**config.mk**
```make
export PLATFORM = sky130hd
export DESIGN_NAME = word_memory
export DESIGN_NICKNAME = d
export VERILOG_FILES = /design/src/rtl/cpu_pkg.sv /design/src/rtl/word_memory.sv
export SDC_FILE = /design/constraint.sdc
export NUM_CORES = 2
export LEC_CHECK = 0
export BUFFER_PORTS_ARGS = -buffer_cell sky130_fd_sc_hd__buf_2
export CORE_ASPECT_RATIO = 0.9
export CORE_MARGIN = 4
export CORE_UTILIZATION = 55
export CTS_CLUSTER_SIZE = 14
export DETAILED_ROUTE_END_ITERATION = 10
export PLACE_DENSITY = 0.71
export SLEW_MARGIN = 20
export SYNTH_ARGS = -nofsm -noshare
export SYNTH_HDL_FRONTEND = slang
export SYNTH_SLANG_ARGS = --single-unit
```
**constraint.sdc**
```tcl
create_clock -name clk -period 8.56 [get_ports clk]
set_input_delay 0.428 -clock clk [delete_from_list [all_inputs] [get_ports clk]]
set_output_delay 0.428 -clock clk [all_outputs]
set_load 0.005 [all_outputs]
```
**src/rtl/cpu_pkg.sv**
```systemverilog
`default_nettype none

package cpu_pkg;

	// ************************************************************************
	// Widths and memory sizes
	// ************************************************************************

	localparam int DATA_W     = 16;
	localparam int REG_ADDR_W = 4;
	localparam int BYTE_W     = 8;
	localparam int IMEM_DEPTH = 256;
	localparam int DMEM_DEPTH = 256;

	// ************************************************************************
	// Instruction set encodings
	// ************************************************************************

	typedef enum logic [3:0] {
		OP_ADD = 4'd0,
		OP_SUB = 4'd1,
		OP_XOR = 4'd2,
		OP_AND = 4'd3,
		OP_SLL = 4'd4,
		OP_SRA = 4'd5,
		OP_ROR = 4'd6,
		OP_OR  = 4'd7,
		OP_LW  = 4'd8,
		OP_SW  = 4'd9,
		OP_LHB = 4'd10,
		OP_LLB = 4'd11,
		OP_B   = 4'd12,
		OP_BR  = 4'd13,
		OP_PCS = 4'd14,
		OP_HLT = 4'd15
	} opcode_e;

	// Branch conditions, bits 11..9 of B and BR
	typedef enum logic [2:0] {
		COND_NE = 3'd0,
		COND_EQ = 3'd1,
		COND_GT = 3'd2,
		COND_LT = 3'd3,
		COND_GE = 3'd4,
		COND_LE = 3'd5,
		COND_OV = 3'd6,
		COND_UN = 3'd7
	} cond_e;

	typedef struct packed {
		logic z;
		logic v;
		logic n;
	} flags_t;

	// Register write-back source
	typedef enum logic [1:0] {
		WB_ALU  = 2'd0,
		WB_MEM  = 2'd1,
		WB_PC   = 2'd2,
		WB_BYTE = 2'd3
	} wb_sel_e;

endpackage

`default_nettype wire

```
**src/rtl/word_memory.sv**
```systemverilog
`timescale 1ns/1ns
`default_nettype none

module word_memory #(
	parameter int DEPTH = 256
) (
	input  logic                       clk,
	input  logic                       we_i,
	input  logic [cpu_pkg::DATA_W-1:0] addr_i,
	input  logic [cpu_pkg::DATA_W-1:0] wdata_i,
	output logic [cpu_pkg::DATA_W-1:0] rdata_o
);

	logic [cpu_pkg::DATA_W-1:0] mem [DEPTH];
	logic [$clog2(DEPTH)-1:0]   idx;

	// Upper address bits are ignored
	assign idx = addr_i[$clog2(DEPTH)-1:0];

	always_ff @(posedge clk) begin
		if (we_i) begin
			mem[idx] <= wdata_i;
		end
	end

	assign rdata_o = mem[idx];

endmodule

`default_nettype wire

```
# After elaboration in Yosys (flattened, before gate mapping)
# Memory sizes are Yosys's and may differ from the RTL's.
# Cells that the tools add are included.
# word_totals
out_inout_bits,16
in_bits,34
reg_bits,0
elab_cells,3
ram_bits,4096
n_memories,1
# classes
mux,2
# memory_table
memory,depth,width,read_ports,rd_ports_with_merged_regs,write_ports,line_no,source
mem,256,16,1,0,1,word_memory.sv:14,logic [cpu_pkg::DATA_W-1:0] mem [DEPTH];
# op_table
op,n
$mux 1,2

# Logic depth before layout (Yosys ltp)
# depth
word_depth,2
mapped_depth,10
ltp_nobuf,5

# Worst setup path before layout
# Ideal clock, no wire load.
# synth_path
path_type,in2reg
startpoint,in addr_i[0] (netlist bit)
endpoint,mem mem[145][0] (netlist bit) (enable)
path_buffers,5
setup_time_ps,409
path_slack_ps,5434
t_required_ps,8151
t_arrival_ps,2717
cell_stages,7
cell_sequence,clkbuf_1 > buf_6 > clkbuf_1 > buf_2 > nand2b_1 > clkbuf_1 > nor3_1
# synth_lines
item,line_no,source
from (decl),word_memory.sv:9,"input logic [cpu_pkg::DATA_W-1:0] addr_i,"
to (decl),word_memory.sv:14,
# Straight into the memory's write port.

# Worst setup path after layout
# layout_path
startpoint,in addr_i[0] (netlist bit)
endpoint,out rdata_o[7] (netlist bit)
# layout_via
elab_chain_cells,1
# layout_rtl
item,line_no,source
$mem_v2 256x16,-,
to (decl),word_memory.sv:11,output logic [cpu_pkg::DATA_W-1:0] rdata_o
# Every way passes these cells.

==> out/results.txt <==
Post-CTS Resized - 0
CTS Sinks - 4096
Reg with most FFs - mem
Yosys warning count - 0
Final setup violation count - 0
Worst Setup EP - rdata_o[7]
Area of the multi-input gates - 30800 um^2
Post-DP HPWL - 211000 um
Post-layout power - 40.3 mW
Fmax - 178 MHz
CTS tree - yes
Worst setup SP type - input pin
Largest net degree at the start of global routing - 145
Register bit total from synthesis - 4096
Post-layout min period - 5.62 ns
DRT iter0 DRCs - 10900
DR WL/cell - 33.7 um
Clock-pin slew on the worst setup and hold paths - 0.06 ns
Most frequent cells in the layout - edfxtp_1 (4096), mux4_2 (1024), a22oi_1 (512)
RD Place Congestion - 0.837
Total global routing overflow - 0
Die height - 512 um
Core area - 280000 um^2
Yosys cell types - 21
Syn Inst Count - 6711
Final instance count without filler cells - 11100
Fill count - 18400
Synth top area cells - edfxtp_1 (79%), mux4_2 (15%), a22oi_1 (2.5%), a21oi_1 (0.83%), clkbuf_1 (0.60%)
Top-area cell type share of the netlist area - 0.793
Area grow syn2layout - 12.3%
Max reg flops - 4096
HP Class - in2reg
Inst Count DP - 10400
Util after Layout - 0.622
Vias per cell - 6.67
Pleak - 53.3 nW
Critical path class - in2out
Vias - 74400
Max-Cap Viols - 0
Synthesized cell area - 155000 um^2
Cell taking the most area after synthesis - edfxtp_1
Power Density - 232 nW/um^2
Cts hold-fix bufs - 4
CP Data Required Time - 8.13 ns
Worst Setup SP - addr_i[0]
First-pass GRT wire length - 542000 um
Post-Syn Nets - 6745
Final wirelength - 376000 um
Post-CTS setup buffer count - 0
Tot GR Track Use - 0.258
Setup crit end kind - primary output
Slew HR - 0.121
Final worst-path setup slack - 2.94 ns
Sequential area share after synthesis - 0.793
Bufs on Longest Clock Path - 4
Max VDD drop - 0.000195 V
Commonest non-fill, non-tap cell in the layout - edfxtp_1
Htree depth - 5
Drc violations - 0
Antenna-violating nets left - 0
Final TNS setup - 0 ns
CTS Root Cell - clkbuf_16
Setup WS pre-CTS - 2.97 ns
Worst Tran Pin Value - 1.30 ns
Max Slew Vio Count - 0
Nets@finish - 7138
Final count of hold timing violations - 0
Total CTS buffers - 387
DRT Pass-1 Iters - 6
Die Width - 568 um
Worst path arrival time - 5.19 ns
Port buffer count - 41
Initial Util - 0.554
Regs by FF count - mem (4096)
Initial antenna violation count - 25
Share of cells above drive strength 1 - 0.276
Die area - 291000 um^2
Vias in the first global route - 74200
Outcome - complete, no violations
Total area of sequential cells - 123000 um^2
Io pins - 50
Worst-path fanout max - 79
RSZ-0062 raised after global routing - false
Synth Area per Inst - 23.1 um^2
Final Cycle Share - 0.657
Std cell rows - 184
-- cells in the mapped netlist --
library cell  instances
edfxtp_1           4096
mux4_2             1024
a22oi_1             512
a21oi_1             256
clkbuf_1            249
nor2_1              232
buf_2                76
o41ai_1              64
buf_1                54
nor3_1               30
nand2_1              28
buf_6                25
buf_4                16
nand4_1              16
nand3_1              13
nor2b_1               7
nand2b_1              6
and2_1                3
or2_2                 2
inv_1                 1
or3_1                 1
-- critical path, stage by stage --
cell	delay, ns
buf_12	0.51
buf_4	0.82
mux4_2	0.61
a22oi_1	0.49
a21oi_1	0.25
o41ai_2	0.99
nand4_1	0.50
buf_2	0.28
-- how the worst min path moves through the flow --
stage / from / endpoint / slack, ns / cells past startpoint
after floorplan: wdata_i[0] / mem[0][0] / 0.53 / 0
after global placement: wdata_i[2] / mem[114][2] / 0.89 / 1
after detailed placement: wdata_i[2] / mem[114][2] / 0.91 / 1
after CTS: wdata_i[5] / mem[35][5] / 0.0002 / 1
after global routing: wdata_i[5] / mem[32][5] / 0.03 / 1
final: wdata_i[1] / mem[86][1] / 0.04 / 1
-- stage by stage --
| step | area (um^2) | hold slack (ns) |
|---|---|---|
| after floorplan | 155000 | 0.527 |
| after CTS | 174000 | 0.000203 |
| after global routing | 174000 | 0.0334 |
| after global placement | 162000 | 0.894 |
| final | 174000 | 0.0405 |
| after detailed placement | 162000 | 0.912 |
-- where the power goes --
part	switching, mW	internal [mW]	leakage [nW]
clock network	7.14	9.21	5.85
registers	0.00973	22.1	36.8
logic	1.22	0.614	10.7
total	8.37	31.9	53.3
-- per-layer routing --
layer,vias up,part of all wire,global-route usage
met5,-,0.00022,0
met4,12,0.035,0.0836
met3,672,0.11,0.0597
met2,4314,0.48,0.398
met1,39600,0.37,0.372
li1,29800,-,-
-- area by class of cell --
type,instances,share of cell area
Sequential cell,4096,0.707
Clock inverter,217,0.0109
Multi-Input combinational cell,2194,0.177
Clock buffer,482,0.0579
Timing Repair Buffer,424,0.0209
Inverter,1,0.0000216
Antenna cell,15,0.000216
Tap cell,3720,0.0267
-- cells by family after synthesis --
kind of cell | Yosys count | share of synthesized area
buf+inv | 421 | 0.0124
simple gates | 338 | 0.00909
compound gates | 832 | 0.0367
mux | 1024 | 0.149
flops | 4096 | 0.793
(Power assumes the default switching activity.)
