[src/rtl/cpu_pkg.sv]
`default_nettype none

package cpu_pkg;

	// ************************************************************************
	// Widths and memory sizes
	// ************************************************************************

	localparam int DATA_W     = 16;
	localparam int REG_ADDR_W = 4;
	localparam int BYTE_W     = 8;
	localparam int IMEM_DEPTH = 256;
	localparam int DMEM_DEPTH = 256;

	// ************************************************************************
	// Instruction set encodings
	// ************************************************************************

	typedef enum logic [3:0] {
		OP_ADD = 4'd0,
		OP_SUB = 4'd1,
		OP_XOR = 4'd2,
		OP_AND = 4'd3,
		OP_SLL = 4'd4,
		OP_SRA = 4'd5,
		OP_ROR = 4'd6,
		OP_OR  = 4'd7,
		OP_LW  = 4'd8,
		OP_SW  = 4'd9,
		OP_LHB = 4'd10,
		OP_LLB = 4'd11,
		OP_B   = 4'd12,
		OP_BR  = 4'd13,
		OP_PCS = 4'd14,
		OP_HLT = 4'd15
	} opcode_e;

	// Branch conditions, bits 11..9 of B and BR
	typedef enum logic [2:0] {
		COND_NE = 3'd0,
		COND_EQ = 3'd1,
		COND_GT = 3'd2,
		COND_LT = 3'd3,
		COND_GE = 3'd4,
		COND_LE = 3'd5,
		COND_OV = 3'd6,
		COND_UN = 3'd7
	} cond_e;

	typedef struct packed {
		logic z;
		logic v;
		logic n;
	} flags_t;

	// Register write-back source
	typedef enum logic [1:0] {
		WB_ALU  = 2'd0,
		WB_MEM  = 2'd1,
		WB_PC   = 2'd2,
		WB_BYTE = 2'd3
	} wb_sel_e;

endpackage

`default_nettype wire

[src/rtl/decode_if.sv]
`timescale 1ns/1ns
`default_nettype none

interface decode_if;

	cpu_pkg::opcode_e                 opcode;
	logic [cpu_pkg::REG_ADDR_W-1:0]   rd_addr;
	logic [cpu_pkg::REG_ADDR_W-1:0]   rs_addr;
	logic [cpu_pkg::REG_ADDR_W-1:0]   rt_addr;
	logic [cpu_pkg::DATA_W-1:0]       imm_ext;
	logic [cpu_pkg::BYTE_W-1:0]       byte_val;
	cpu_pkg::cond_e                   cond;
	logic [cpu_pkg::DATA_W-1:0]       off9_ext;

	// Control
	logic                             reg_we;
	logic                             use_imm;
	logic                             mem_re;
	logic                             mem_we;
	logic                             flag_we;
	cpu_pkg::wb_sel_e                 wb_sel;
	logic                             halt;

	modport dec (
		output opcode, rd_addr, rs_addr, rt_addr,
		output imm_ext, byte_val, cond, off9_ext,
		output reg_we, use_imm, mem_re, mem_we, flag_we, wb_sel, halt
	);

	modport dp (
		input opcode, rd_addr, rs_addr, rt_addr,
		input imm_ext, byte_val, cond, off9_ext,
		input reg_we, use_imm, mem_re, mem_we, flag_we, wb_sel, halt
	);

endinterface

`default_nettype wire

[src/rtl/decoder.sv]
`timescale 1ns/1ns
`default_nettype none

module decoder (
	input  logic [cpu_pkg::DATA_W-1:0] instr_i,
	decode_if.dec                      ctrl_o
);

	cpu_pkg::opcode_e               op;
	logic [cpu_pkg::REG_ADDR_W-1:0] rd_field;

	assign op       = cpu_pkg::opcode_e'(instr_i[15:12]);
	assign rd_field = instr_i[11:8];

	always_comb begin
		ctrl_o.opcode   = op;
		ctrl_o.rd_addr  = rd_field;
		ctrl_o.rs_addr  = instr_i[7:4];
		ctrl_o.rt_addr  = instr_i[3:0];
		ctrl_o.imm_ext  = {{(cpu_pkg::DATA_W-4){instr_i[3]}}, instr_i[3:0]};
		ctrl_o.byte_val = instr_i[7:0];
		ctrl_o.cond     = cpu_pkg::cond_e'(instr_i[11:9]);
		ctrl_o.off9_ext = {{(cpu_pkg::DATA_W-9){instr_i[8]}}, instr_i[8:0]};

		ctrl_o.reg_we   = 1'b0;
		ctrl_o.use_imm  = 1'b0;
		ctrl_o.mem_re   = 1'b0;
		ctrl_o.mem_we   = 1'b0;
		ctrl_o.flag_we  = 1'b0;
		ctrl_o.wb_sel   = cpu_pkg::WB_ALU;
		ctrl_o.halt     = 1'b0;

		case (op)
			cpu_pkg::OP_ADD, cpu_pkg::OP_SUB, cpu_pkg::OP_XOR,
			cpu_pkg::OP_AND, cpu_pkg::OP_OR: begin
				ctrl_o.reg_we  = 1'b1;
				ctrl_o.flag_we = 1'b1;
			end
			cpu_pkg::OP_SLL, cpu_pkg::OP_SRA, cpu_pkg::OP_ROR: begin
				ctrl_o.reg_we  = 1'b1;
				ctrl_o.flag_we = 1'b1;
				ctrl_o.use_imm = 1'b1;
			end
			cpu_pkg::OP_LW: begin
				ctrl_o.reg_we = 1'b1;
				ctrl_o.mem_re = 1'b1;
				ctrl_o.wb_sel = cpu_pkg::WB_MEM;
			end
			cpu_pkg::OP_SW: begin
				// Store data comes from the rd field
				ctrl_o.mem_we  = 1'b1;
				ctrl_o.rt_addr = rd_field;
			end
			cpu_pkg::OP_LHB, cpu_pkg::OP_LLB: begin
				ctrl_o.reg_we  = 1'b1;
				ctrl_o.wb_sel  = cpu_pkg::WB_BYTE;
				ctrl_o.rs_addr = rd_field;
			end
			cpu_pkg::OP_PCS: begin
				ctrl_o.reg_we = 1'b1;
				ctrl_o.wb_sel = cpu_pkg::WB_PC;
			end
			cpu_pkg::OP_HLT: begin
				ctrl_o.halt = 1'b1;
			end
			default: begin
			end
		endcase

		// r0 is hardwired
		if (rd_field == '0) begin
			ctrl_o.reg_we = 1'b0;
		end
	end

endmodule

`default_nettype wire

[src/flat_wrapper.sv]
// flat-port wrapper written by rule: the top's interface ports become plain ports
module decoder_flat 
  (instr_i, ctrl_o_opcode, ctrl_o_rd_addr, ctrl_o_rs_addr, ctrl_o_rt_addr, ctrl_o_imm_ext, ctrl_o_byte_val, ctrl_o_cond, ctrl_o_off9_ext, ctrl_o_reg_we, ctrl_o_use_imm, ctrl_o_mem_re, ctrl_o_mem_we, ctrl_o_flag_we, ctrl_o_wb_sel, ctrl_o_halt);
  decode_if ctrl_o_i ();
  input  logic [cpu_pkg::DATA_W-1:0] instr_i;
  output wire logic [$bits(ctrl_o_i.opcode)-1:0] ctrl_o_opcode;
  output wire logic [$bits(ctrl_o_i.rd_addr)-1:0] ctrl_o_rd_addr;
  output wire logic [$bits(ctrl_o_i.rs_addr)-1:0] ctrl_o_rs_addr;
  output wire logic [$bits(ctrl_o_i.rt_addr)-1:0] ctrl_o_rt_addr;
  output wire logic [$bits(ctrl_o_i.imm_ext)-1:0] ctrl_o_imm_ext;
  output wire logic [$bits(ctrl_o_i.byte_val)-1:0] ctrl_o_byte_val;
  output wire logic [$bits(ctrl_o_i.cond)-1:0] ctrl_o_cond;
  output wire logic [$bits(ctrl_o_i.off9_ext)-1:0] ctrl_o_off9_ext;
  output wire logic [$bits(ctrl_o_i.reg_we)-1:0] ctrl_o_reg_we;
  output wire logic [$bits(ctrl_o_i.use_imm)-1:0] ctrl_o_use_imm;
  output wire logic [$bits(ctrl_o_i.mem_re)-1:0] ctrl_o_mem_re;
  output wire logic [$bits(ctrl_o_i.mem_we)-1:0] ctrl_o_mem_we;
  output wire logic [$bits(ctrl_o_i.flag_we)-1:0] ctrl_o_flag_we;
  output wire logic [$bits(ctrl_o_i.wb_sel)-1:0] ctrl_o_wb_sel;
  output wire logic [$bits(ctrl_o_i.halt)-1:0] ctrl_o_halt;
  assign ctrl_o_opcode = ctrl_o_i.opcode;
  assign ctrl_o_rd_addr = ctrl_o_i.rd_addr;
  assign ctrl_o_rs_addr = ctrl_o_i.rs_addr;
  assign ctrl_o_rt_addr = ctrl_o_i.rt_addr;
  assign ctrl_o_imm_ext = ctrl_o_i.imm_ext;
  assign ctrl_o_byte_val = ctrl_o_i.byte_val;
  assign ctrl_o_cond = ctrl_o_i.cond;
  assign ctrl_o_off9_ext = ctrl_o_i.off9_ext;
  assign ctrl_o_reg_we = ctrl_o_i.reg_we;
  assign ctrl_o_use_imm = ctrl_o_i.use_imm;
  assign ctrl_o_mem_re = ctrl_o_i.mem_re;
  assign ctrl_o_mem_we = ctrl_o_i.mem_we;
  assign ctrl_o_flag_we = ctrl_o_i.flag_we;
  assign ctrl_o_wb_sel = ctrl_o_i.wb_sel;
  assign ctrl_o_halt = ctrl_o_i.halt;
  decoder u_core (.instr_i(instr_i), .ctrl_o(ctrl_o_i));
endmodule
[config.mk]
export PLATFORM = sky130hd
export DESIGN_NAME = decoder_flat
export DESIGN_NICKNAME = d
export VERILOG_FILES = /design/src/rtl/cpu_pkg.sv /design/src/rtl/decode_if.sv /design/src/rtl/decoder.sv /design/src/flat_wrapper.sv
export SDC_FILE = /design/constraint.sdc
export NUM_CORES = 1
export LEC_CHECK = 0
export ABC_AREA = 1
export BUFFER_PORTS_ARGS = -buffer_cell sky130_fd_sc_hd__buf_2
export CORE_MARGIN = 3
export CORE_UTILIZATION = 30
export DETAILED_ROUTE_END_ITERATION = 8
export PLACE_DENSITY = 0.81
export REMOVE_ABC_BUFFERS = 1
export SYNTH_ARGS = -nofsm -noshare
export SYNTH_HDL_FRONTEND = slang
export SYNTH_SLANG_ARGS = --single-unit
export TNS_END_PERCENT = 100
[constraint.sdc]
create_clock -name vclk -period 0.8
set_clock_uncertainty 0.15 [all_clocks]
set_input_delay 0.04 -clock vclk [all_inputs]
set_output_delay 0.04 -clock vclk [all_outputs]
set_load 0.02 [all_outputs]
* Word-level counts from Yosys, hierarchy flattened
Cells that the tools add are included.
** Cells by class
- Div/mod/pow operators :: 0
- Reductions and logical operators :: 6
- $lt $le $gt $ge :: 0
- Equality and inequality tests :: 13
- Muxes and demuxes :: 10
- Bitwise gates (word level) :: 0
- Shifts and indexed selects :: 0
- Multiply operators :: 0
- $add $sub $neg :: 0
** Operators by type and width (number)
- equality test 4 bit (second input constant) :: 6
- equality test 4 x 3 -> 1 bit (second input constant) :: 4
- OR reduction 12 bit :: 1
- equality test 4 x 2 -> 1 bit (second input constant) :: 2
- logical NOT 4 bit :: 2
- 2-to-1 mux 4 bit :: 2
- OR reduction 8 bit :: 1
- 2-to-1 mux 1 bit :: 7
- one-hot mux 2 bit (3 select lines) :: 1
- equality test 4 x 1 -> 1 bit (second input constant) :: 1
- OR reduction 3 bit :: 1
- OR reduction 2 bit :: 1
** Storage, ports and cells
- Latch bits :: 0
- Bits in registers :: 0
- Input port bits :: 16
- Bits in writable memories :: 0
- Output and inout bits :: 67
- Memories kept :: 0
- Bits in read-only memories :: 0

* Depth between registers and ports, before layout
- Depth after elaboration :: 4
- Mapped depth :: 6

* Worst setup path before layout
No wires, ideal clock.
- Path type :: input -> output
- From :: in instr_i[14] in the netlist's numbering
- To :: out ctrl_o_mem_re
- Required time :: 610 ps
- Path buffers :: 0
- Setup slack :: -53 ps
- Stages :: 3
- Arrival time :: 663 ps
- Cells stage by stage :: inv_1 -> nand2_2 -> nor3_1
** Between the ends
- Cells in the longest elaborated chain, start to end :: 2
** Ends and longest elaborated chain
- start, declared :: line flat_wrapper.sv:5 : input logic [cpu_pkg::DATA_W-1:0] instr_i;
- equality test 4 bit :: line decoder.sv:33 : case (op)
- 2-to-1 mux 1 bit :: line decoder.sv:33
- end, declared :: line flat_wrapper.sv:16 : output wire logic [$bits(ctrl_o_i.mem_re)-1:0] ctrl_o_mem_re;
Every way passes these cells.

* Worst setup path in the final report
- From :: in instr_i[14] in the netlist's numbering
- To :: out ctrl_o_wb_sel[0]
** Between the ends
- Cells in the longest elaborated chain, start to end :: 3
- Elaborated cells on any way between the ends :: 6
- Classes of those cells :: eq/ne (4); mux (1); reduce/logical (1)
** Ends and longest elaborated chain
- equality test 4 bit :: line decoder.sv:33
- OR reduction 2 bit
- one-hot mux 2 bit (3 select lines) (*) :: line decoder.sv:33
- end, declared :: line flat_wrapper.sv:19 : output wire logic [$bits(ctrl_o_i.wb_sel)-1:0] ctrl_o_wb_sel;
Every way passes the cells marked *; elsewhere a longest branch is shown, timed or not.

==> flow_metrics.py <==
metrics = {
    "place": {
        "io_buffers": 83,
        "dpl.cell_count": 166,
        "hpwl_mm": 1.46,
        "routabilityCongestion": 0.733,
        "pre_cts_slack_ns": -0.180,
    },
    "global_routing": {
        "grt_max_degree": 17,
        "grt-ovfl-total": 0,
        "grt_pass1_vias": 569,
        "antenna_found_initial": 0,
        "grt_usage": 0.122,
        "grt_pass1_wl_mm": 2.57,
    },
    "layout": {
        "postLayoutCoreUtil": 0.563,
        "seq_area_sq_um": 0,
        "layout.nets": 163,
        "drive_above_1_share": 0.876,
        "diodes": 0,
        "nClkBuffers": 0,
        "instances_no_fill": 170,
        "multiInputGateArea_sq_um": 297,
        "fillers": 184,
        "syn_to_final_growth_pct": 65.5,
        "seq_cells": 0,
    },
    "clock_tree": {
        "hold_buffers": 0,
    },
    "floorplan": {
        "die_w_um": 51.9,
        "num_io_pins": 83,
        "die_area_sq_mm": 0.00269,
        "initial_core_util": 0.340,
        "die_h_um": 51.9,
        "core_area_sq_mm": 0.00186,
        "rows": 15,
    },
    "drt": {
        "drt-met1-wl_um": 646,
        "routed-via-count": 676,
        "maxUsedRoutingLayer": "met3",
        "drc": 0,
        "routed_wirelength_mm": 1.94,
        "first_pass_iters": 2,
        "wl_per_cell_um": 11.4,
        "route.met3.wl_um": 155,
        "drt_first_iter_violations": 1,
        "antenna_left": 0,
        "wl_met2_mm": 1.13,
        "viasPerCell": 3.98,
    },
    "min_path": {
        "holdCritPathClass": "in2out",
        "whs_path_depth": 2,
    },
    "worst_setup_path": {
        "max_stage_delay_ns": 0.14,
        "crit_top_cell": "buf_4",
        "critPathArrivalTime_ns": 0.73,
        "path_class": "in2out",
        "slowest_stage": "buf_4",
        "path_max_fanout": 4,
        "cp_cell_sequence": "buf_12 > inv_6 > nand2_4 > buf_4 > buf_6 > nor2_1 > buf_4",
        "cp-start-kind": "input pin",
        "crit_required_ns": 0.61,
        "critPathCaptureType": "output port",
    },
    "sta": {
        "timing.final.crit_share": 1.15,
        "hold_slack_ns": 0.182,
        "finalMaxSlewViolations": 0,
        "setup_ws_ns": -0.117,
        "min_period_ns": 0.917,
        "slew_headroom": 0.880,
        "worst-slew-pin-transition_ns": 0.181,
        "fin_tns_setup_ns": -0.965,
        "fmax_mhz": 1090,
        "setup_viol": 13,
        "grt_setup_unrepaired": "yes",
        "hold_viol": 0,
    },
    "yosys": {
        "yosysSeqAreaShare": 0,
        "synth.top_cell.area_share": 0.606,
        "avgSynthCellArea_sq_um": 6.38,
        "postSynthCellCount": 99,
        "synth_top_area_cell": "buf_4",
        "synth_commonest_cells": "51 x buf_4, 21 x nand2_1, 6 x inv_1",
        "synth_area_sq_um": 632,
        "synth_most_common_cell": "buf_4",
        "synth_area_leaders": "buf_4 61%, nand2_1 12%, o21ai_2 5.5%, nand2_4 5.3%, inv_1 3.6%",
        "ys_types": 12,
        "ys_warn_count": 0,
    },
    "status": {
        "violations": "negative setup slack",
        "status": "finished, violations left",
    },
    "power": {
        "cellLeakagePower_nw": 0.625,
        "vdd_drop_max_mv": 0.382,
        "powerDensity_mw_per_mm2": 766,
    },
    "flow_run": {
        "drv_cap": 0,
    },
}
## layout make-up
| type | count | area share |
|---|---|---|
| inverters | 9 | 0.0419 |
| multi-input cells | 39 | 0.283 |
| repair buffers | 97 | 0.645 |
| well taps | 25 | 0.0299 |
## where the power goes
| part | internal, mW | leakage, nW | total [mW] | switching (mW) |
|---|---|---|---|---|
| Clock | 0 | 0 | 0 | 0 |
| Sequential | 0 | 0 | 0 | 0 |
| Combinational | 0.327 | 0.625 | 0.801 | 0.474 |
| Total | 0.327 | 0.625 | 0.801 | 0.474 |
## worst max-delay path, delay by kind of cell
family	cells	cell delay [ns]
buf+inv	5	0.53
simple gates	2	0.14
## metal layers
| metal | up-vias | global-route usage |
|---|---|---|
| met2 | 37 | 0.257 |
| met4 | 0 | 0.0262 |
| met5 | - | 0 |
| li1 | 344 | - |
| met1 | 295 | 0.129 |
| met3 | 0 | 0 |
## per-stage QoR
step	area (sq um)	total power, mW
final	1050	0.801
after global routing	1050	0.850
after CTS	942	0.749
after detailed placement	783	0.648
after global placement	783	0.642
after floorplan	249	0.156
## kinds of logic (layout without fill, tap and decap cells)
| logic type | count (synthesis) | count (layout) | synth area share |
|---|---|---|---|
| AO/OA/AOI/OAI | 7 | 7 | 0.0832 |
| buffers and inverters | 60 | 106 | 0.659 |
| AND/OR/NAND/NOR | 32 | 32 | 0.257 |
## cells in the final DEF, fill, tap and decap left out, types with 4 or more instances in the layout
cell type   n
buf_2      63
buf_4      11
buf_6      19
inv_1       5
nand2_1    12
nand2_2     8
nand2_4     4
o21ai_2     4
## worst paths after layout
| kind | start | slack [ns] | to |
|---|---|---|---|
| setup / recovery | instr_i[14] | -0.12 | ctrl_o_wb_sel[0] |
| hold / removal | instr_i[14] | 0.18 | ctrl_o_opcode[2] |
## timing repair
item	CTS	global route
setup buffers	1	3
gates resized for setup	48	22
pin swaps	16	12
endpoints found under the setup margin	15	15
Power figures use the tool's default switching activity.
