### config.mk
export PLATFORM = sky130hd
export DESIGN_NAME = alu_flat
export DESIGN_NICKNAME = d
export VERILOG_FILES = /design/src/rtl/cpu_pkg.sv /design/src/rtl/decode_if.sv /design/src/rtl/alu.sv /design/src/flat_wrapper.sv
export SDC_FILE = /design/constraint.sdc
export NUM_CORES = 1
export LEC_CHECK = 0
export BUFFER_PORTS_ARGS = -buffer_cell sky130_fd_sc_hd__buf_2
export CAP_MARGIN = 20
export CORE_MARGIN = 2
export CORE_UTILIZATION = 50
export CTS_CLUSTER_DIAMETER = 50
export CTS_CLUSTER_SIZE = 24
export DETAILED_ROUTE_END_ITERATION = 8
export GPL_TIMING_DRIVEN = 0
export PLACE_DENSITY_LB_ADDON = 0.2
export SYNTH_ARGS = -nofsm -noshare
export SYNTH_HDL_FRONTEND = slang
export SYNTH_SLANG_ARGS = --single-unit
### constraint.sdc
create_clock -name clk -period 5 [get_ports clk]
set_input_delay 1.25 -clock clk [delete_from_list [all_inputs] [get_ports clk]]
set_output_delay 1.25 -clock clk [all_outputs]
set_load 0.05 [all_outputs]
### src/rtl/cpu_pkg.sv
`default_nettype none

package cpu_pkg;

	// ************************************************************************
	// Widths and memory sizes
	// ************************************************************************

	localparam int DATA_W     = 16;
	localparam int REG_ADDR_W = 4;
	localparam int BYTE_W     = 8;
	localparam int IMEM_DEPTH = 256;
	localparam int DMEM_DEPTH = 256;

	// ************************************************************************
	// Instruction set encodings
	// ************************************************************************

	typedef enum logic [3:0] {
		OP_ADD = 4'd0,
		OP_SUB = 4'd1,
		OP_XOR = 4'd2,
		OP_AND = 4'd3,
		OP_SLL = 4'd4,
		OP_SRA = 4'd5,
		OP_ROR = 4'd6,
		OP_OR  = 4'd7,
		OP_LW  = 4'd8,
		OP_SW  = 4'd9,
		OP_LHB = 4'd10,
		OP_LLB = 4'd11,
		OP_B   = 4'd12,
		OP_BR  = 4'd13,
		OP_PCS = 4'd14,
		OP_HLT = 4'd15
	} opcode_e;

	// Branch conditions, bits 11..9 of B and BR
	typedef enum logic [2:0] {
		COND_NE = 3'd0,
		COND_EQ = 3'd1,
		COND_GT = 3'd2,
		COND_LT = 3'd3,
		COND_GE = 3'd4,
		COND_LE = 3'd5,
		COND_OV = 3'd6,
		COND_UN = 3'd7
	} cond_e;

	typedef struct packed {
		logic z;
		logic v;
		logic n;
	} flags_t;

	// Register write-back source
	typedef enum logic [1:0] {
		WB_ALU  = 2'd0,
		WB_MEM  = 2'd1,
		WB_PC   = 2'd2,
		WB_BYTE = 2'd3
	} wb_sel_e;

endpackage

`default_nettype wire

### src/rtl/decode_if.sv
`timescale 1ns/1ns
`default_nettype none

interface decode_if;

	cpu_pkg::opcode_e                 opcode;
	logic [cpu_pkg::REG_ADDR_W-1:0]   rd_addr;
	logic [cpu_pkg::REG_ADDR_W-1:0]   rs_addr;
	logic [cpu_pkg::REG_ADDR_W-1:0]   rt_addr;
	logic [cpu_pkg::DATA_W-1:0]       imm_ext;
	logic [cpu_pkg::BYTE_W-1:0]       byte_val;
	cpu_pkg::cond_e                   cond;
	logic [cpu_pkg::DATA_W-1:0]       off9_ext;

	// Control
	logic                             reg_we;
	logic                             use_imm;
	logic                             mem_re;
	logic                             mem_we;
	logic                             flag_we;
	cpu_pkg::wb_sel_e                 wb_sel;
	logic                             halt;

	modport dec (
		output opcode, rd_addr, rs_addr, rt_addr,
		output imm_ext, byte_val, cond, off9_ext,
		output reg_we, use_imm, mem_re, mem_we, flag_we, wb_sel, halt
	);

	modport dp (
		input opcode, rd_addr, rs_addr, rt_addr,
		input imm_ext, byte_val, cond, off9_ext,
		input reg_we, use_imm, mem_re, mem_we, flag_we, wb_sel, halt
	);

endinterface

`default_nettype wire

### src/rtl/alu.sv
`timescale 1ns/1ns
`default_nettype none

module alu (
	input  logic                       clk,
	input  logic                       rst_n_i,
	input  logic [cpu_pkg::DATA_W-1:0] a_i,
	input  logic [cpu_pkg::DATA_W-1:0] b_i,
	decode_if.dp                       ctrl_i,
	output logic [cpu_pkg::DATA_W-1:0] result_o,
	output logic [cpu_pkg::DATA_W-1:0] addr_o,
	output cpu_pkg::flags_t            flags_o
);

	logic [cpu_pkg::DATA_W-1:0]   sum;
	logic [cpu_pkg::DATA_W-1:0]   diff;
	logic [3:0]                   shamt;
	logic [2*cpu_pkg::DATA_W-1:0] rot;
	logic                         ovf_add;
	logic                         ovf_sub;
	cpu_pkg::flags_t              flags_q;

	// ************************************************************************
	// Operations
	// ************************************************************************

	assign sum   = a_i + b_i;
	assign diff  = a_i - b_i;
	assign shamt = b_i[3:0];
	assign rot   = {a_i, a_i} >> shamt;

	assign ovf_add = (a_i[cpu_pkg::DATA_W-1] == b_i[cpu_pkg::DATA_W-1]) &&
	                 (sum[cpu_pkg::DATA_W-1] != a_i[cpu_pkg::DATA_W-1]);
	assign ovf_sub = (a_i[cpu_pkg::DATA_W-1] != b_i[cpu_pkg::DATA_W-1]) &&
	                 (diff[cpu_pkg::DATA_W-1] != a_i[cpu_pkg::DATA_W-1]);

	always_comb begin
		case (ctrl_i.opcode)
			cpu_pkg::OP_ADD: result_o = sum;
			cpu_pkg::OP_SUB: result_o = diff;
			cpu_pkg::OP_XOR: result_o = a_i ^ b_i;
			cpu_pkg::OP_AND: result_o = a_i & b_i;
			cpu_pkg::OP_SLL: result_o = a_i << shamt;
			cpu_pkg::OP_SRA: result_o = $signed(a_i) >>> shamt;
			cpu_pkg::OP_ROR: result_o = rot[cpu_pkg::DATA_W-1:0];
			cpu_pkg::OP_OR:  result_o = a_i | b_i;
			default:         result_o = '0;
		endcase
	end

	// Word address for LW and SW
	assign addr_o = a_i + ctrl_i.imm_ext;

	// ************************************************************************
	// Flag register
	// ************************************************************************

	always_ff @(posedge clk or negedge rst_n_i) begin
		if (!rst_n_i) begin
			flags_q <= '0;
		end else if (ctrl_i.flag_we) begin
			flags_q.z <= (result_o == '0);
			if (ctrl_i.opcode == cpu_pkg::OP_ADD) begin
				flags_q.v <= ovf_add;
				flags_q.n <= sum[cpu_pkg::DATA_W-1];
			end else if (ctrl_i.opcode == cpu_pkg::OP_SUB) begin
				flags_q.v <= ovf_sub;
				flags_q.n <= diff[cpu_pkg::DATA_W-1];
			end
		end
	end

	assign flags_o = flags_q;

endmodule

`default_nettype wire

### src/flat_wrapper.sv
// flat-port wrapper written by rule: the top's interface ports become plain ports
module alu_flat 
  (clk, rst_n_i, a_i, b_i, result_o, addr_o, flags_o, ctrl_i_opcode, ctrl_i_rd_addr, ctrl_i_rs_addr, ctrl_i_rt_addr, ctrl_i_imm_ext, ctrl_i_byte_val, ctrl_i_cond, ctrl_i_off9_ext, ctrl_i_reg_we, ctrl_i_use_imm, ctrl_i_mem_re, ctrl_i_mem_we, ctrl_i_flag_we, ctrl_i_wb_sel, ctrl_i_halt);
  decode_if ctrl_i_i ();
  input  logic clk;
  input  logic rst_n_i;
  input  logic [cpu_pkg::DATA_W-1:0] a_i;
  input  logic [cpu_pkg::DATA_W-1:0] b_i;
  output logic [cpu_pkg::DATA_W-1:0] result_o;
  output logic [cpu_pkg::DATA_W-1:0] addr_o;
  output cpu_pkg::flags_t flags_o;
  input wire logic [$bits(ctrl_i_i.opcode)-1:0] ctrl_i_opcode;
  input wire logic [$bits(ctrl_i_i.rd_addr)-1:0] ctrl_i_rd_addr;
  input wire logic [$bits(ctrl_i_i.rs_addr)-1:0] ctrl_i_rs_addr;
  input wire logic [$bits(ctrl_i_i.rt_addr)-1:0] ctrl_i_rt_addr;
  input wire logic [$bits(ctrl_i_i.imm_ext)-1:0] ctrl_i_imm_ext;
  input wire logic [$bits(ctrl_i_i.byte_val)-1:0] ctrl_i_byte_val;
  input wire logic [$bits(ctrl_i_i.cond)-1:0] ctrl_i_cond;
  input wire logic [$bits(ctrl_i_i.off9_ext)-1:0] ctrl_i_off9_ext;
  input wire logic [$bits(ctrl_i_i.reg_we)-1:0] ctrl_i_reg_we;
  input wire logic [$bits(ctrl_i_i.use_imm)-1:0] ctrl_i_use_imm;
  input wire logic [$bits(ctrl_i_i.mem_re)-1:0] ctrl_i_mem_re;
  input wire logic [$bits(ctrl_i_i.mem_we)-1:0] ctrl_i_mem_we;
  input wire logic [$bits(ctrl_i_i.flag_we)-1:0] ctrl_i_flag_we;
  input wire logic [$bits(ctrl_i_i.wb_sel)-1:0] ctrl_i_wb_sel;
  input wire logic [$bits(ctrl_i_i.halt)-1:0] ctrl_i_halt;
  assign ctrl_i_i.opcode = ctrl_i_opcode;
  assign ctrl_i_i.rd_addr = ctrl_i_rd_addr;
  assign ctrl_i_i.rs_addr = ctrl_i_rs_addr;
  assign ctrl_i_i.rt_addr = ctrl_i_rt_addr;
  assign ctrl_i_i.imm_ext = ctrl_i_imm_ext;
  assign ctrl_i_i.byte_val = ctrl_i_byte_val;
  assign ctrl_i_i.cond = ctrl_i_cond;
  assign ctrl_i_i.off9_ext = ctrl_i_off9_ext;
  assign ctrl_i_i.reg_we = ctrl_i_reg_we;
  assign ctrl_i_i.use_imm = ctrl_i_use_imm;
  assign ctrl_i_i.mem_re = ctrl_i_mem_re;
  assign ctrl_i_i.mem_we = ctrl_i_mem_we;
  assign ctrl_i_i.flag_we = ctrl_i_flag_we;
  assign ctrl_i_i.wb_sel = ctrl_i_wb_sel;
  assign ctrl_i_i.halt = ctrl_i_halt;
  alu u_core (.clk(clk), .rst_n_i(rst_n_i), .a_i(a_i), .b_i(b_i), .ctrl_i(ctrl_i_i), .result_o(result_o), .addr_o(addr_o), .flags_o(flags_o));
endmodule
# Word-level counts from Yosys, hierarchy flattened
# Index checks and enable logic that the tools add are counted.
# Widths: inputs -> output; s select.
# op_classes
n_addsub	3
n_eq_ne	11
n_shift	3
mux	3
bitwise	3
reduce_logical	6
# ops
cell	count
$pmux 16 s8	1
$add 16x16->16	2
$shr 32x4->16	1
$and 16x16->16	1
$eq 4x3->1 const B	4
$logic_not 16->1	1
$or 16x16->16	1
$shl 16x4->16	1
$sshr 16x4->16	1
$sub 16x16->16	1
$xor 16x16->16	1
$eq 4x2->1 const B	2
$eq 4x1->1 const B	1
$logic_not 4->1	1
$mux 2	2
$ne 1x1->1	3
$logic_and 1x1->1	2
$reduce_and 2->1	1
$reduce_bool 2->1	1
$eq 1x1->1	1
# totals
regBits	3
out_inout_bits	35
elab_cells	32

# Longest topological paths before layout
# logic_depth
depth_word	5
mapped_depth	14

# Worst setup path after synthesis
# OpenSTA, ideal clock, no wires.
# synth_timing
kind	input -> output
start	input b_i[2] in the netlist's numbering
end	output result_o[12] in the netlist's numbering
arrival_ps	4583
required_ps	3750
slack_ps	-833
path_stages	11
path_cell_list	clkbuf_8 > inv_1 > clkbuf_1 > ha_1 > nand2b_1 > a211oi_1 > o2111ai_1 > a2111o_1 > o2111ai_1 > nor2b_1 > nor3_1
# synth_between
elab_chain_len	2
# synth_rtl
element	line	rtl
start, declared	flat_wrapper.sv:8	input logic [cpu_pkg::DATA_W-1:0] b_i;
$sub 16x16->16, or another cell as far along	alu.sv:28	assign diff = a_i - b_i;
$pmux 16 s8 *	alu.sv:38	case (ctrl_i.opcode)
end, declared	flat_wrapper.sv:9	output logic [cpu_pkg::DATA_W-1:0] result_o;
# Mark *: on every way between the ends. The rest lies on a longest branch, timed or not.

# Worst setup path in the final report
# layout_timing
start	input b_i[1] in the netlist's numbering
end	output result_o[15] in the netlist's numbering
# The elaborated chain is that of the path after synthesis.

==> results by group <==
Status
  – Status: finished with violations
  – Failing checks: setup timing

Logic synthesis
  – Number of flops mapped to enable cells by yosys: 0
  – FF+latch count, synth: 3
  – Post-Syn Instances: 706
  – Post-synth cell types: 89
  – Sequential area share after synthesis: 1.38%
  – Share of the synthesized area in the top cell type: 15.2%
  – Cell types occupying the most area after synthesis: ha_1 15%, mux4_2 9.5%, mux2i_1 5.2%, nor2_1 4.3%, a21oi_1 3.9%
  – Main flop type after synthesis: dfrtp_1
  – Commonest cells post-synth: 66 x ha_1, 62 x nor2_1, 53 x inv_1
  – Syn Area/Cell: 7.71 µm²
  – Most common cell in the synthesized netlist: ha_1
  – Ys async rst share: 100%
  – Leading area contributor after synthesis: ha_1
  – Syn Std Cell Area: 5440 µm²
  – Syn nets: 876
  – Yosys warning count: 0

GRT
  – Number of antenna violations at the first check in global routing: 0
  – Largest net degree at the start of global routing: 14
  – Vias in the first global route: 6691
  – First-pass GRT wire length: 37900 µm
  – Total track usage: 42.2%
  – Grt ovf: 0

STA
  – Tmin final: 5.28 ns
  – Hold_ws: 0.496 ns
  – Maximum clock rate: 189 MHz
  – Unrepaired setup endpoints after global routing: yes
  – Slew at the pin closest to its max-slew limit: 1.23 ns
  – Clock Skews: 0 ns
  – Final setup viols: 8
  – PnR worst setup slack: -0.279 ns
  – Fin. Hold Viols: 0
  – Fin Setup TNS: -0.694 ns
  – Final Slew Violations: 0
  – Max transition margin: 17.5%
  – Final worst-path cycle share: 106%

CTS
  – Clk buf depth: 2
  – Root Buffer: clkbuf_8
  – CTS tree: done
  – Reg clk slew, reported paths: 0.03 ns
  – Worst skew pair latency: 0.22 ns
  – Hold_buf cts: 0
  – H-Tree Depth: 1
  – CTS Sinks: 3
  – Inserted Clock Buffers: 3

Pwr
  – Max VDD drop: 0.153 mV
  – Pleak: 0.00321 µW
  – Pwr dens: 159 nW/µm²
  – Total power: 1170 µW

Drt
  – DRC: 0
  – DRT antenna net count: 0
  – Post-Route WL: 25800 µm
  – Drt initial violations: 868
  – Post-DR wirelength/cell: 26.0 µm
  – Avg Vias per Cell: 7.12
  – DR vias: 7054
  – Pre-antenna DRT Iters: 6

Critical path
  – CP endpoint kind: output port
  – Setup CP Type: in2out
  – Worst setup SP type: primary input
  – CP required: 3.75 ns
  – WP data arrival: 4.03 ns
  – CP Max Fanout: 5

Die
  – Die area: 11700 µm²
  – Site Rows: 38
  – Die Wd: 108 µm
  – CORE AREA: 10700 µm²
  – Die Ht: 108 µm
  – Ports: 136
  – Initial Util: 50.6%

Hold path
  – Worst hold path type: reg2reg

Place
  – Port-buffer cells: 88
  – Pre-CTS setup slack: -1.13 ns
  – Gpl congestion: 0.980
  – Hpwl dp: 18900 µm

Finish
  – P&R area growth vs syn: 36.0%
  – Share of post-route cells with drive strength above 1: 40.9%
  – Layout Nets: 1022
  – N_diodes: 0
  – Fin util: 68.9%
  – Largest register FFs: 3

Job
  – Max Cap Viol: 0
## through the flow
stage,area [µm²],std cells
after floorplan,5540,706
after global placement,6150,934
after detailed placement,6180,936
after CTS,6990,974
after global routing,7400,991
final,7400,991
## metal layers
layer  vias to the layer above  GRT usage, %  share of wire, %
met5                         -             0                 0
met4                         0          26.0               7.5
met3                       153          7.66                10
met2                       565          68.4                46
met1                      3311          51.7                37
li1                       3025             -                 -
## placed cells by master (no fill, tap or decap), types with 5 or more instances in the layout
cell type  netlist  final
buf_2           10     69
buf_4            2     67
nor2_1          62     60
ha_1            66     54
nand2_1         52     50
inv_1           53     46
a21oi_1         42     31
mux2i_1         28     27
mux4_2          23     23
buf_6            3     17
mux2_2          16     16
o21ai_0         23     15
nor3_1          22     15
o211ai_1        13     13
nor2b_1         14     11
clkbuf_4         0     11
o22ai_1         10     10
nand2b_1        11     10
xnor2_1         11     10
clkbuf_1        25      9
nand4_1          9      9
clkbuf_8         5      8
nand3_1          8      7
nor3_2           1      7
a21oi_2          0      7
ha_4             0      7
a211oi_1        12      6
a221oi_1         7      6
o2111ai_1       11      6
o31ai_1          8      6
and3_1           6      6
or3_1            7      6
o21ai_2          0      6
and2_1           5      5
a211o_1          5      5
clkbuf_2         0      5
ha_2             0      5
## critical path, stage by stage
cell        delay (ns)
buf_12            0.08
buf_12            0.10
clkinvlp_4        0.12
buf_6             0.14
ha_4              0.26
a211oi_4          0.34
o21ai_4           0.12
a21boi_2          0.22
o311a_1           0.27
o21ai_2           0.11
a31o_2            0.29
or3_4             0.38
o21a_4            0.14
clkinvlp_4        0.07
buf_8             0.13
## final timing paths
kind / cells past startpoint / endpoint / startpoint / slack [ns]
min in group asynchronous: 1 / u_core.flags_o[0] / rst_n_i / 0.83
setup / recovery: 15 / result_o[15] / b_i[1] / -0.28
hold / removal: 2 / u_core.flags_o[0] / u_core.flags_o[0] / 0.50
max in group asynchronous: 1 / u_core.flags_o[1] / rst_n_i / 4.05
hold reg to reg: 2 / u_core.flags_o[0] / u_core.flags_o[0] / 0.50
setup reg to reg: 3 / u_core.flags_o[1] / u_core.flags_o[1] / 4.16
## report_power, final
part | internal (µW) | total, µW | leakage, µW | switching [µW]
logic | 412 | 1070 | 0.00315 | 659
clock network | 54.6 | 72.9 | 0.0000228 | 18.3
registers | 28.3 | 30.4 | 0.0000398 | 2.11
total | 495 | 1170 | 0.00321 | 679
## final cells by class
class / instances / area, µm²
timing repair buffer: 148 / 1060
tap: 140 / 175
inverter: 54 / 221
clock buffer: 4 / 45.0
buffer: 42 / 328
fill: 884 / 3340
sequential: 3 / 75.1
multi-input combinational: 600 / 5500
## kinds of logic after synthesis
family | synth area share (%)
adder cells (fa/ha/maj) | 16.3
flip-flops | 1.38
buffers and inverters | 8.81
AND/OR/NAND/NOR | 23.4
AO/OA/AOI/OAI | 27.1
XOR/XNOR | 2.58
multiplexers | 20.4
## what timing repair did
| action | 4_1_cts | 5_1_grt |
|---|---|---|
| endpoints found under the setup margin | 24 | 20 |
| resized for setup | 129 | 83 |
| pin swaps | 41 | 44 |
| setup buffers | 38 | 20 |
No activity file was read; power rests on OpenSTA's default activity.
