===== src/rtl/cpu_pkg.sv =====
`default_nettype none

package cpu_pkg;

	// ************************************************************************
	// Widths and memory sizes
	// ************************************************************************

	localparam int DATA_W     = 16;
	localparam int REG_ADDR_W = 4;
	localparam int BYTE_W     = 8;
	localparam int IMEM_DEPTH = 256;
	localparam int DMEM_DEPTH = 256;

	// ************************************************************************
	// Instruction set encodings
	// ************************************************************************

	typedef enum logic [3:0] {
		OP_ADD = 4'd0,
		OP_SUB = 4'd1,
		OP_XOR = 4'd2,
		OP_AND = 4'd3,
		OP_SLL = 4'd4,
		OP_SRA = 4'd5,
		OP_ROR = 4'd6,
		OP_OR  = 4'd7,
		OP_LW  = 4'd8,
		OP_SW  = 4'd9,
		OP_LHB = 4'd10,
		OP_LLB = 4'd11,
		OP_B   = 4'd12,
		OP_BR  = 4'd13,
		OP_PCS = 4'd14,
		OP_HLT = 4'd15
	} opcode_e;

	// Branch conditions, bits 11..9 of B and BR
	typedef enum logic [2:0] {
		COND_NE = 3'd0,
		COND_EQ = 3'd1,
		COND_GT = 3'd2,
		COND_LT = 3'd3,
		COND_GE = 3'd4,
		COND_LE = 3'd5,
		COND_OV = 3'd6,
		COND_UN = 3'd7
	} cond_e;

	typedef struct packed {
		logic z;
		logic v;
		logic n;
	} flags_t;

	// Register write-back source
	typedef enum logic [1:0] {
		WB_ALU  = 2'd0,
		WB_MEM  = 2'd1,
		WB_PC   = 2'd2,
		WB_BYTE = 2'd3
	} wb_sel_e;

endpackage

`default_nettype wire


===== src/rtl/register_file.sv =====
`timescale 1ns/1ns
`default_nettype none

module register_file (
	input  logic                           clk,
	input  logic                           rst_n_i,
	input  logic [cpu_pkg::REG_ADDR_W-1:0] raddr1_i,
	input  logic [cpu_pkg::REG_ADDR_W-1:0] raddr2_i,
	output logic [cpu_pkg::DATA_W-1:0]     rdata1_o,
	output logic [cpu_pkg::DATA_W-1:0]     rdata2_o,
	input  logic                           we_i,
	input  logic [cpu_pkg::REG_ADDR_W-1:0] waddr_i,
	input  logic [cpu_pkg::DATA_W-1:0]     wdata_i
);

	logic [cpu_pkg::DATA_W-1:0] regs [2**cpu_pkg::REG_ADDR_W];

	always_ff @(posedge clk or negedge rst_n_i) begin
		if (!rst_n_i) begin
			for (int i = 0; i < 2**cpu_pkg::REG_ADDR_W; i++) begin
				regs[i] <= '0;
			end
		end else if (we_i && waddr_i != '0) begin
			regs[waddr_i] <= wdata_i;
		end
	end

	// Index 0 always reads zero
	assign rdata1_o = (raddr1_i == '0) ? '0 : regs[raddr1_i];
	assign rdata2_o = (raddr2_i == '0) ? '0 : regs[raddr2_i];

endmodule

`default_nettype wire


===== config.mk =====
export PLATFORM = sky130hd
export DESIGN_NAME = register_file
export DESIGN_NICKNAME = d
export VERILOG_FILES = /design/src/rtl/cpu_pkg.sv /design/src/rtl/register_file.sv
export SDC_FILE = /design/constraint.sdc
export NUM_CORES = 1
export LEC_CHECK = 0
export BUFFER_PORTS_ARGS = -buffer_cell sky130_fd_sc_hd__buf_2
export CAP_MARGIN = 25
export CORE_MARGIN = 2
export CORE_UTILIZATION = 45
export DETAILED_ROUTE_END_ITERATION = 8
export GPL_ROUTABILITY_DRIVEN = 0
export PLACE_DENSITY = 0.64
export SYNTH_ARGS = -nofsm -noshare
export SYNTH_HDL_FRONTEND = slang
export SYNTH_SLANG_ARGS = --single-unit

===== constraint.sdc =====
create_clock -name clk -period 2.7 [get_ports clk]
set_clock_uncertainty 0.05 [all_clocks]
set_input_delay 0.27 -clock clk [delete_from_list [all_inputs] [get_ports clk]]
set_output_delay 0.27 -clock clk [all_outputs]
set_load 0.01 [all_outputs]

==> After elaboration in Yosys (flattened, before gate mapping) <==
Index checks and enable logic that the tools add are counted.
{ "totals": {"regBits": 256, "latch_bits": 0, "ramBits": 0, "romBits": 0, "out_inout_bits": 32, "word_cells": 39, "mem_count": 0} }
{ "classes": {"addsub": 0, "mul": 0, "div_mod_pow": 0, "n_lt_le_gt_ge": 4, "eq_ne": 0, "shift": 0, "mux": 11, "n_bitwise": 3, "reduce_logical": 5} }
{ "ops": {"columns": ["operator", "count"], "rows": [
  ["bitwise mux 256 bit", 1],
  ["binary-select mux 16 bit (select 4 bit)", 2],
  ["two-way mux 16 bit", 7],
  ["demux 16 bit (select 4 bit)", 1],
  [">= comparator 5 bit (second input constant)", 3],
  ["NOT 4 -> 5 bit", 3],
  ["logical NOT 4 bit", 2],
  ["< comparator 5 x 1 -> 1 bit (second input constant)", 1],
  ["nonzero test 4 bit", 1],
  ["logical AND 1 bit", 2]
]} }

==> Longest topological paths before layout <==
Gate-level depths: netlist (run 1).
{ "logic_depth": {"word_depth": 6, "ltp_mapped": 7, "depth_no_buf": 4} }

==> Least setup slack after synthesis (run 1) <==
Ideal clock, no wire load.
{ "synth_path": {"kind": "in2out", "start": "input port raddr2_i[1] in the netlist's numbering", "end": "output port rdata2_o[13] in the netlist's numbering", "t_arrival_ps": 1612, "required_time_ps": 2380, "slack_ps": 768, "path_stages": 7, "path_buffers": 3, "cell_sequence": "buf_2 buf_6 buf_2 mux2i_1 nor2_1 a2111oi_0 a21oi_1"} }
{ "synth_between": {"elab_chain_cells": 5, "elab_cells_between_ends": 6, "cone_classes": "4 x mux; 1 x bitwise; 1 x reduce/logical"} }
{ "synth_rtl": {"columns": ["element", "line_no", "text"], "rows": [
  ["from (decl)", "register_file.sv:8", "input logic [cpu_pkg::REG_ADDR_W-1:0] raddr2_i,"],
  ["NOT 4 -> 5 bit (implied by the code)", "register_file.sv:30", "assign rdata2_o = (raddr2_i == '0) ? '0 : regs[raddr2_i];"],
  ["binary-select mux 16 bit (select 4 bit)", "register_file.sv:30", null],
  ["two-way mux 16 bit (implied by the code) (2 in a row)", "register_file.sv:30", null],
  ["two-way mux 16 bit *", "register_file.sv:30", null],
  ["to (decl)", "register_file.sv:10", "output logic [cpu_pkg::DATA_W-1:0] rdata2_o,"]
]} }
Every way passes the cells marked *; elsewhere a longest branch is shown, timed or not. The select of a mux whose other input is x is not followed.

==> Worst setup path in the final report (run 1) <==
{ "layout_path": {"start": "register regs[81] in the netlist's numbering", "end": "output port rdata2_o[1] in the netlist's numbering"} }
{ "layout_between": {"elab_chain_cells": 4} }
{ "layout_rtl": {"columns": ["element", "line_no", "text"], "rows": [
  ["from (decl)", "register_file.sv:16", "logic [cpu_pkg::DATA_W-1:0] regs [2**cpu_pkg::REG_ADDR_W];"],
  ["from (signal, indexed assignment)", "register_file.sv:24", "regs[waddr_i] <= wdata_i;"],
  ["binary-select mux 16 bit (select 4 bit)", "register_file.sv:30", null],
  ["two-way mux 16 bit (implied by the code) (2 in a row)", "register_file.sv:30", null],
  ["two-way mux 16 bit", "register_file.sv:30", null]
]} }
No other way between the ends. The select of a mux whose other input is x is not followed.

==> results.ini, run 1 <==
[run_status]
status = finished clean

[drt]
drtIter0Drc = 467
firstDrtPassIters = 5
vias = 8457
wl_per_cell_microns = 25.25
wirelength_microns = 35190
ant_nets = 0
post-route-drc-count = 0
routed_via_density = 6.067

[critical_path]
setup.worst_path.end_class = output pin
start_kind = register
timing.rr.start = regs[153]
reg2reg_depth = 1
rrSetupSlack_ns = 1.86
crit_family = compound AO/OA/AOI/OAI gates
path_cells = mux2i_1, o22ai_1, a2111oi_0, buf_4, a21oi_1, buf_2
crit_start = regs[81]
criticalPathCategory = reg2out
cpPeakStageDelay_ns = 0.57
path_buf_inv = 2
path_max_fanout = 3
worstPathArrival_ns = 2.16
r2r_end = regs[153]
cp_slowest_cell = a2111oi_0
cp.required_ns = 2.38

[place]
place_inst = 1345
dpl.hpwl_microns = 23070
io_buffers = 62

[timing]
slew_headroom_pct = 42.68
drv_slew = 0
finalCritPeriodShare_pct = 91.69
rsz0062_at_grt = false
period_needed_ns = 2.476
hold_violations = 0
setup_tns_ns = 0
setup_viol = 0
worst_slew_pin_slew_ns = 0.8598
fmax_mhz = 403.9

[synth]
synth_area_sq_um = 12990
syn_nets = 950
synthXorXnorAreaFrac_pct = 0
synth_ff_type = dfrtp_1
synthMuxAreaShare_pct = 42.08
synth-simple-area-share_pct = 1.984
synth_fa_ha_area_share_pct = 0
ys.warnings.count = 0
synth-compound-area-share_pct = 5.847
avgSynthCellArea_sq_um = 14.13
synth_top_family_by_area = multiplexers
syn_inst = 919
synth_seq_cells = 241
synth_cell_type_count = 34
async_reset_ff_share_pct = 100.0
synth-edff-count = 0
ys_seq_area_share_pct = 46.43

[global_routing]
track_usage_pct = 23.49
grt_pass1_vias = 8810
grt_max_degree = 94
grt_first_pass_wirelength_microns = 54630
grt_overflow = 0
antenna_found_initial = 1

[final_layout]
n_fill_cell = 2531
drive_gt1_share_pct = 50.05
syn_to_final_growth_pct = 13.78
final_cells = 1394
largest_reg_flops = 241
mostFrequentLayoutCells = mux2_2 (251), dfrtp_1 (241), mux2i_1 (107)
nets = 1022
seq_area_sq_um = 6031
multi_input_comb_area_sq_um = 6490
largest_register = regs
reg_top3 = regs (241)
final_common_cell = mux2_2

[clock_network]
numCtsBuffers = 27
postCtsSetupBuffers = 0
cts-root-buf = clkbuf_16
cts_tree = yes
clock_path_buffers = 3
cts_sinks = 241
insertion_delay_ns = 0.54
cts_max_level = 1
cts.clk_slew.worst_paths_ns = 0.06

[floorplan]
fp-row-count = 62
start_util_pct = 45.50
die_area_sq_um = 30240
ios = 63
die_height_microns = 173.9
core_sq_um = 28550
die_w_microns = 173.9

[pwr]
powerDensity_nw_per_um2 = 754.3
p_leak_nw = 6.431
peakVddDrop_mv = 0.5260

[min_path]
whs_path_depth = 3
min_from = wdata_i[14]
hold_path_class = in2reg
holdPathEnd = regs[174]

[job]
drv_cap = 0

[tightest hold or removal path, stage by stage]
cell     delay (ns)
buf_2          0.19
nand2_1        0.08
o21ai_0        0.07
[worst max-delay path by stage]
stage / to / slack, ns / cells past startpoint
CTS: rdata2_o[0] / 0.14 / 8
finish: rdata2_o[1] / 0.22 / 6
global route: rdata2_o[0] / 0.09 / 8
detailed placement: rdata2_o[0] / 0.12 / 8
global placement: rdata2_o[0] / 0.13 / 8
floorplan: rdata2_o[13] / 0.77 / 7
[cells in the mapped netlist (6+ instances only)]
master	instances	area share, %
mux2_2	251	22
dfrtp_1	241	46
mux2i_1	107	8.2
mux4_2	67	12
a21oi_1	47	1.8
buf_2	40	1.5
clkbuf_1	32	0.92
a22oi_1	16	0.92
a221o_1	15	1.2
nor2_1	15	0.43
a2111oi_0	14	0.94
o22ai_1	14	0.67
nor2_2	9	0.43
buf_4	6	0.35
buf_6	6	0.52
[where the power goes]
part	total (W)	switching [W]	internal, W
Sequential	0.00510	0.000644	0.00446
Clock	0.00350	0.00149	0.00201
Combinational	0.00255	0.00102	0.00153
[logic make-up (layout without fill, tap and decap cells)]
family	count (synthesis)	after routing
multiplexers	429	429
flip-flops	241	241
AO/OA/AOI/OAI	113	113
buffers and inverters	88	178
AND/OR/NAND/NOR	48	48
other	0	1
[repair_timing]
item	in CTS	in global routing
gates resized for setup	0	1
endpoints found under the hold margin	90	0
hold buffers	1	0
setup endpoints to repair	0	1
[final cells by class]
class / instances / area share (%)
clock inverter: 9 / 0.3217
tap: 384 / 3.251
inverter: 1 / 0.02540
multi-input combinational: 590 / 43.91
sequential: 241 / 40.80
antenna: 1 / 0.01693
clock buffer: 38 / 5.325
timing repair buffer: 130 / 6.349
[per-stage QoR]
step | instance area, sq um | utilization (%) | setup slack [ns] | total power, W | hold slack [ns]
floorplan | 12990 | - | 0.7682 | 0.006861 | -0.07559
global placement | 13930 | 48.80 | 0.1274 | 0.007628 | 0.2985
detailed placement | 13930 | 48.80 | 0.1188 | 0.007693 | 0.3051
CTS | 14780 | 51.76 | 0.1388 | 0.01121 | 0.06994
global route | 14780 | 51.77 | 0.08728 | 0.01167 | 0.1436
finish | 14780 | 51.78 | 0.2244 | 0.01115 | 0.08494
[layer usage]
layer  vias up  part of all wire (%)  wire length [microns]  track usage [%]
met5         -                     0                      0                0
met2       192                    49                  17160            39.36
met3        75                   3.5                   1224            2.450
met4         0                   2.7                    956            6.863
li1       3685                     -                      -                -
met1      4505                    45                  15850            32.60
No activity file was read; power rests on OpenSTA's default activity.
==> inputs of run 2 (changes only) <==
--- a/config.mk
+++ b/config.mk
@@ -11,7 +11,7 @@
 export CORE_UTILIZATION = 45
 export DETAILED_ROUTE_END_ITERATION = 8
 export GPL_ROUTABILITY_DRIVEN = 0
-export PLACE_DENSITY = 0.64
+export PLACE_DENSITY = 0.67
 export SYNTH_ARGS = -nofsm -noshare
 export SYNTH_HDL_FRONTEND = slang
 export SYNTH_SLANG_ARGS = --single-unit
==> run 2 against run 1 <==
Critical path depth shrank 1. Register-to-register slack barely moved. Die area stayed put. Global-route usage is 0.49 points lower. Sequential power about the same. First-iteration DRC count rose by 13%. Maximum frequency up 2.8%. Via count down 1.1%. Core utilization is 0.14 points higher. Non-clock buffer count is 10 lower. Clock-buffer cell count rose by 3. Sequential cell count stayed put. Highest routed layer is now met5.
==> results.ini, run 2 (synthesized netlist as in run 1, its figures left out) <==
[final_layout]
mostFrequentLayoutCells = mux2_2 (251), dfrtp_1 (241), mux2i_1 (107)
largest_register = regs
nets = 1012  ; -0.98%
n_antenna_cell = 0  ; -1
drive_gt1_share_pct = 49.50  ; -0.55 points
largest_reg_flops = 241  ; unchanged
final_util_pct = 51.92  ; +0.14 points
syn_to_final_growth_pct = 14.10
reg_top3 = regs (241)
final_common_cell = mux2_2

[pwr]
clkPwrFrac_pct = 33.0  ; +1.6 points
peakVddDrop_mv = 0.3618  ; -31%
p_comb_share_pct = 22.5  ; -0.4 points
p_switching_w = 0.003144  ; -0.14%
pwr-share-seq_pct = 44.6  ; -1.2 points
p_leak_nw = 6.437  ; about the same
sw_frac_of_total_pct = 27.55  ; -0.68 points
power.total_w = 0.01141  ; +2.3%
powerDensity_nw_per_um2 = 769.8  ; +2.0%
p_int_w = 0.008266  ; +3.3%

[global_routing]
grt_pass1_vias = 8713  ; -1.1%
antenna_found_initial = 2  ; +1
grt_max_degree = 89  ; -5.3%
grt_overflow = 0  ; unchanged
track_usage_pct = 23.00  ; -0.49 points
grt_first_pass_wirelength_microns = 53590  ; -1.9%

[min_path]
hold_path_class = in2reg

[critical_path]
cp_slowest_cell = a2111oi_0
criticalPathCategory = reg2out
worstPathArrival_ns = 2.09  ; -0.07 ns
setup.worst_path.end_class = output pin
path_max_fanout = 3  ; unchanged
path_cells = mux2i_1, o22ai_1, a2111oi_0, a21oi_1, buf_2
crit_family = compound AO/OA/AOI/OAI gates
path_buf_inv = 1  ; -1
start_kind = register
cp.required_ns = 2.38  ; about the same
cpPeakStageDelay_ns = 0.61  ; +0.04 ns

[timing]
hold_violations = 0  ; unchanged
setup_viol = 0  ; unchanged
rsz0062_at_grt = false
setup_tns_ns = 0  ; unchanged
fmax_mhz = 415.1  ; +2.8%
worst_slew_pin_slew_ns = 0.8267  ; -0.03314 ns
finalCritPeriodShare_pct = 89.22  ; -2.5 points
slew_headroom_pct = 44.77  ; +2.1 points
period_needed_ns = 2.409  ; -0.06660 ns
drv_slew = 0  ; unchanged

[clock_network]
clock_path_buffers = 3  ; unchanged
insertion_delay_ns = 0.52  ; -0.02 ns
cts_resized = 0  ; unchanged
cts_max_level = 1  ; unchanged
numCtsBuffers = 27  ; unchanged
cts_tree = yes
cts-root-buf = clkbuf_16
cts.clk_slew.worst_paths_ns = 0.06  ; about the same
cts_sinks = 241  ; unchanged
ctsHoldBuffers = 1  ; unchanged
postCtsSetupBuffers = 0  ; unchanged

[place]
io_buffers = 62  ; unchanged
dpl.hpwl_microns = 22580  ; -2.1%

[floorplan]
ios = 63  ; unchanged
fp-row-count = 62  ; unchanged
start_util_pct = 45.50  ; unchanged
die_area_sq_um = 30240  ; unchanged
core_sq_um = 28550  ; unchanged
die_height_microns = 173.9  ; unchanged
die_w_microns = 173.9  ; unchanged

[drt]
ant_nets = 0  ; unchanged
drtIter0Drc = 530  ; +13%
vias = 8361  ; -1.1%
wirelength_microns = 34320  ; -2.5%
wl_per_cell_microns = 24.83  ; -1.6%
routed_via_density = 6.050  ; -0.28%
firstDrtPassIters = 5  ; unchanged
post-route-drc-count = 0  ; unchanged

[run_status]
status = finished clean

[job]
drv_cap = 0  ; unchanged

[run 2: changes by cell type in the layout (fill, tap and decap cells not counted), sizes merged]
cell and delta:
buf -10, clkinv -6, clkbuf +3, bufinv +2
clkinvlp -1, diode -1, inv +1
[run 2: final timing paths]
kind | to | cells past startpoint | from | slack (ns)
min | regs[174] | 3 | wdata_i[14] | 0.08
min in group asynchronous | regs[175] | 2 | rst_n_i | 0.29
max in group asynchronous | regs[150] | 3 | rst_n_i | 1.46
max | rdata2_o[3] | 5 | regs[195] | 0.29
max reg2reg | regs[194] | 1 | regs[194] | 1.86
min reg2reg | regs[254] | 0 | regs[254] | 0.32
[run 2: metal layers]
| metal | vias up | wire length [microns] | GRT usage, % |
|---|---|---|---|
| met5 | - | 8 | 0 |
| met4 | 2 | 1007 | 7.248 |
| met3 | 64 | 1437 | 2.822 |
| met2 | 209 | 16790 | 37.80 |
| met1 | 4437 | 15070 | 32.10 |
| li1 | 3649 | - | - |
[run 2: final cells by class]
cell class	instances	area [sq um]
fillers	2505	13730
multi-input cells	590	6489
clock inverters	5	81.33
flip-flops and latches	241	6031
clock buffers	41	828.3
repair buffers	120	908.4
inverters	1	3.754
well taps	384	480.5
[run 2: stage by stage]
stage	hold WS, ns	instances	instance area (sq um)	setup WS [ns]
final	0.08392	1382	14820	0.2910
after global routing	0.1114	1382	14820	0.1435
after CTS	0.06912	1382	14820	0.2281
after detailed placement	0.2881	1335	13900	0.3145
after global placement	0.2914	1334	13890	0.3534
after floorplan	-0.07559	919	12990	0.7682
[run 2: worst min-delay path: cells and delay by family]
family,cells,cell delay [ns]
buffers and inverters,1,0.18
AOI/OAI and AO/OA,1,0.07
and+or+nand+nor,1,0.08
[run 2: power groups by stage]
| stage | clock network (W) | logic, W | registers (W) |
|---|---|---|---|
| finish | 0.00376 | 0.00256 | 0.00509 |
| global route | 0.00397 | 0.00278 | 0.00519 |
| global placement | 0 | 0.00251 | 0.00509 |
| CTS | 0.00383 | 0.00258 | 0.00507 |
| detailed placement | 0 | 0.00256 | 0.00512 |
| floorplan | 0 | 0.00195 | 0.00491 |
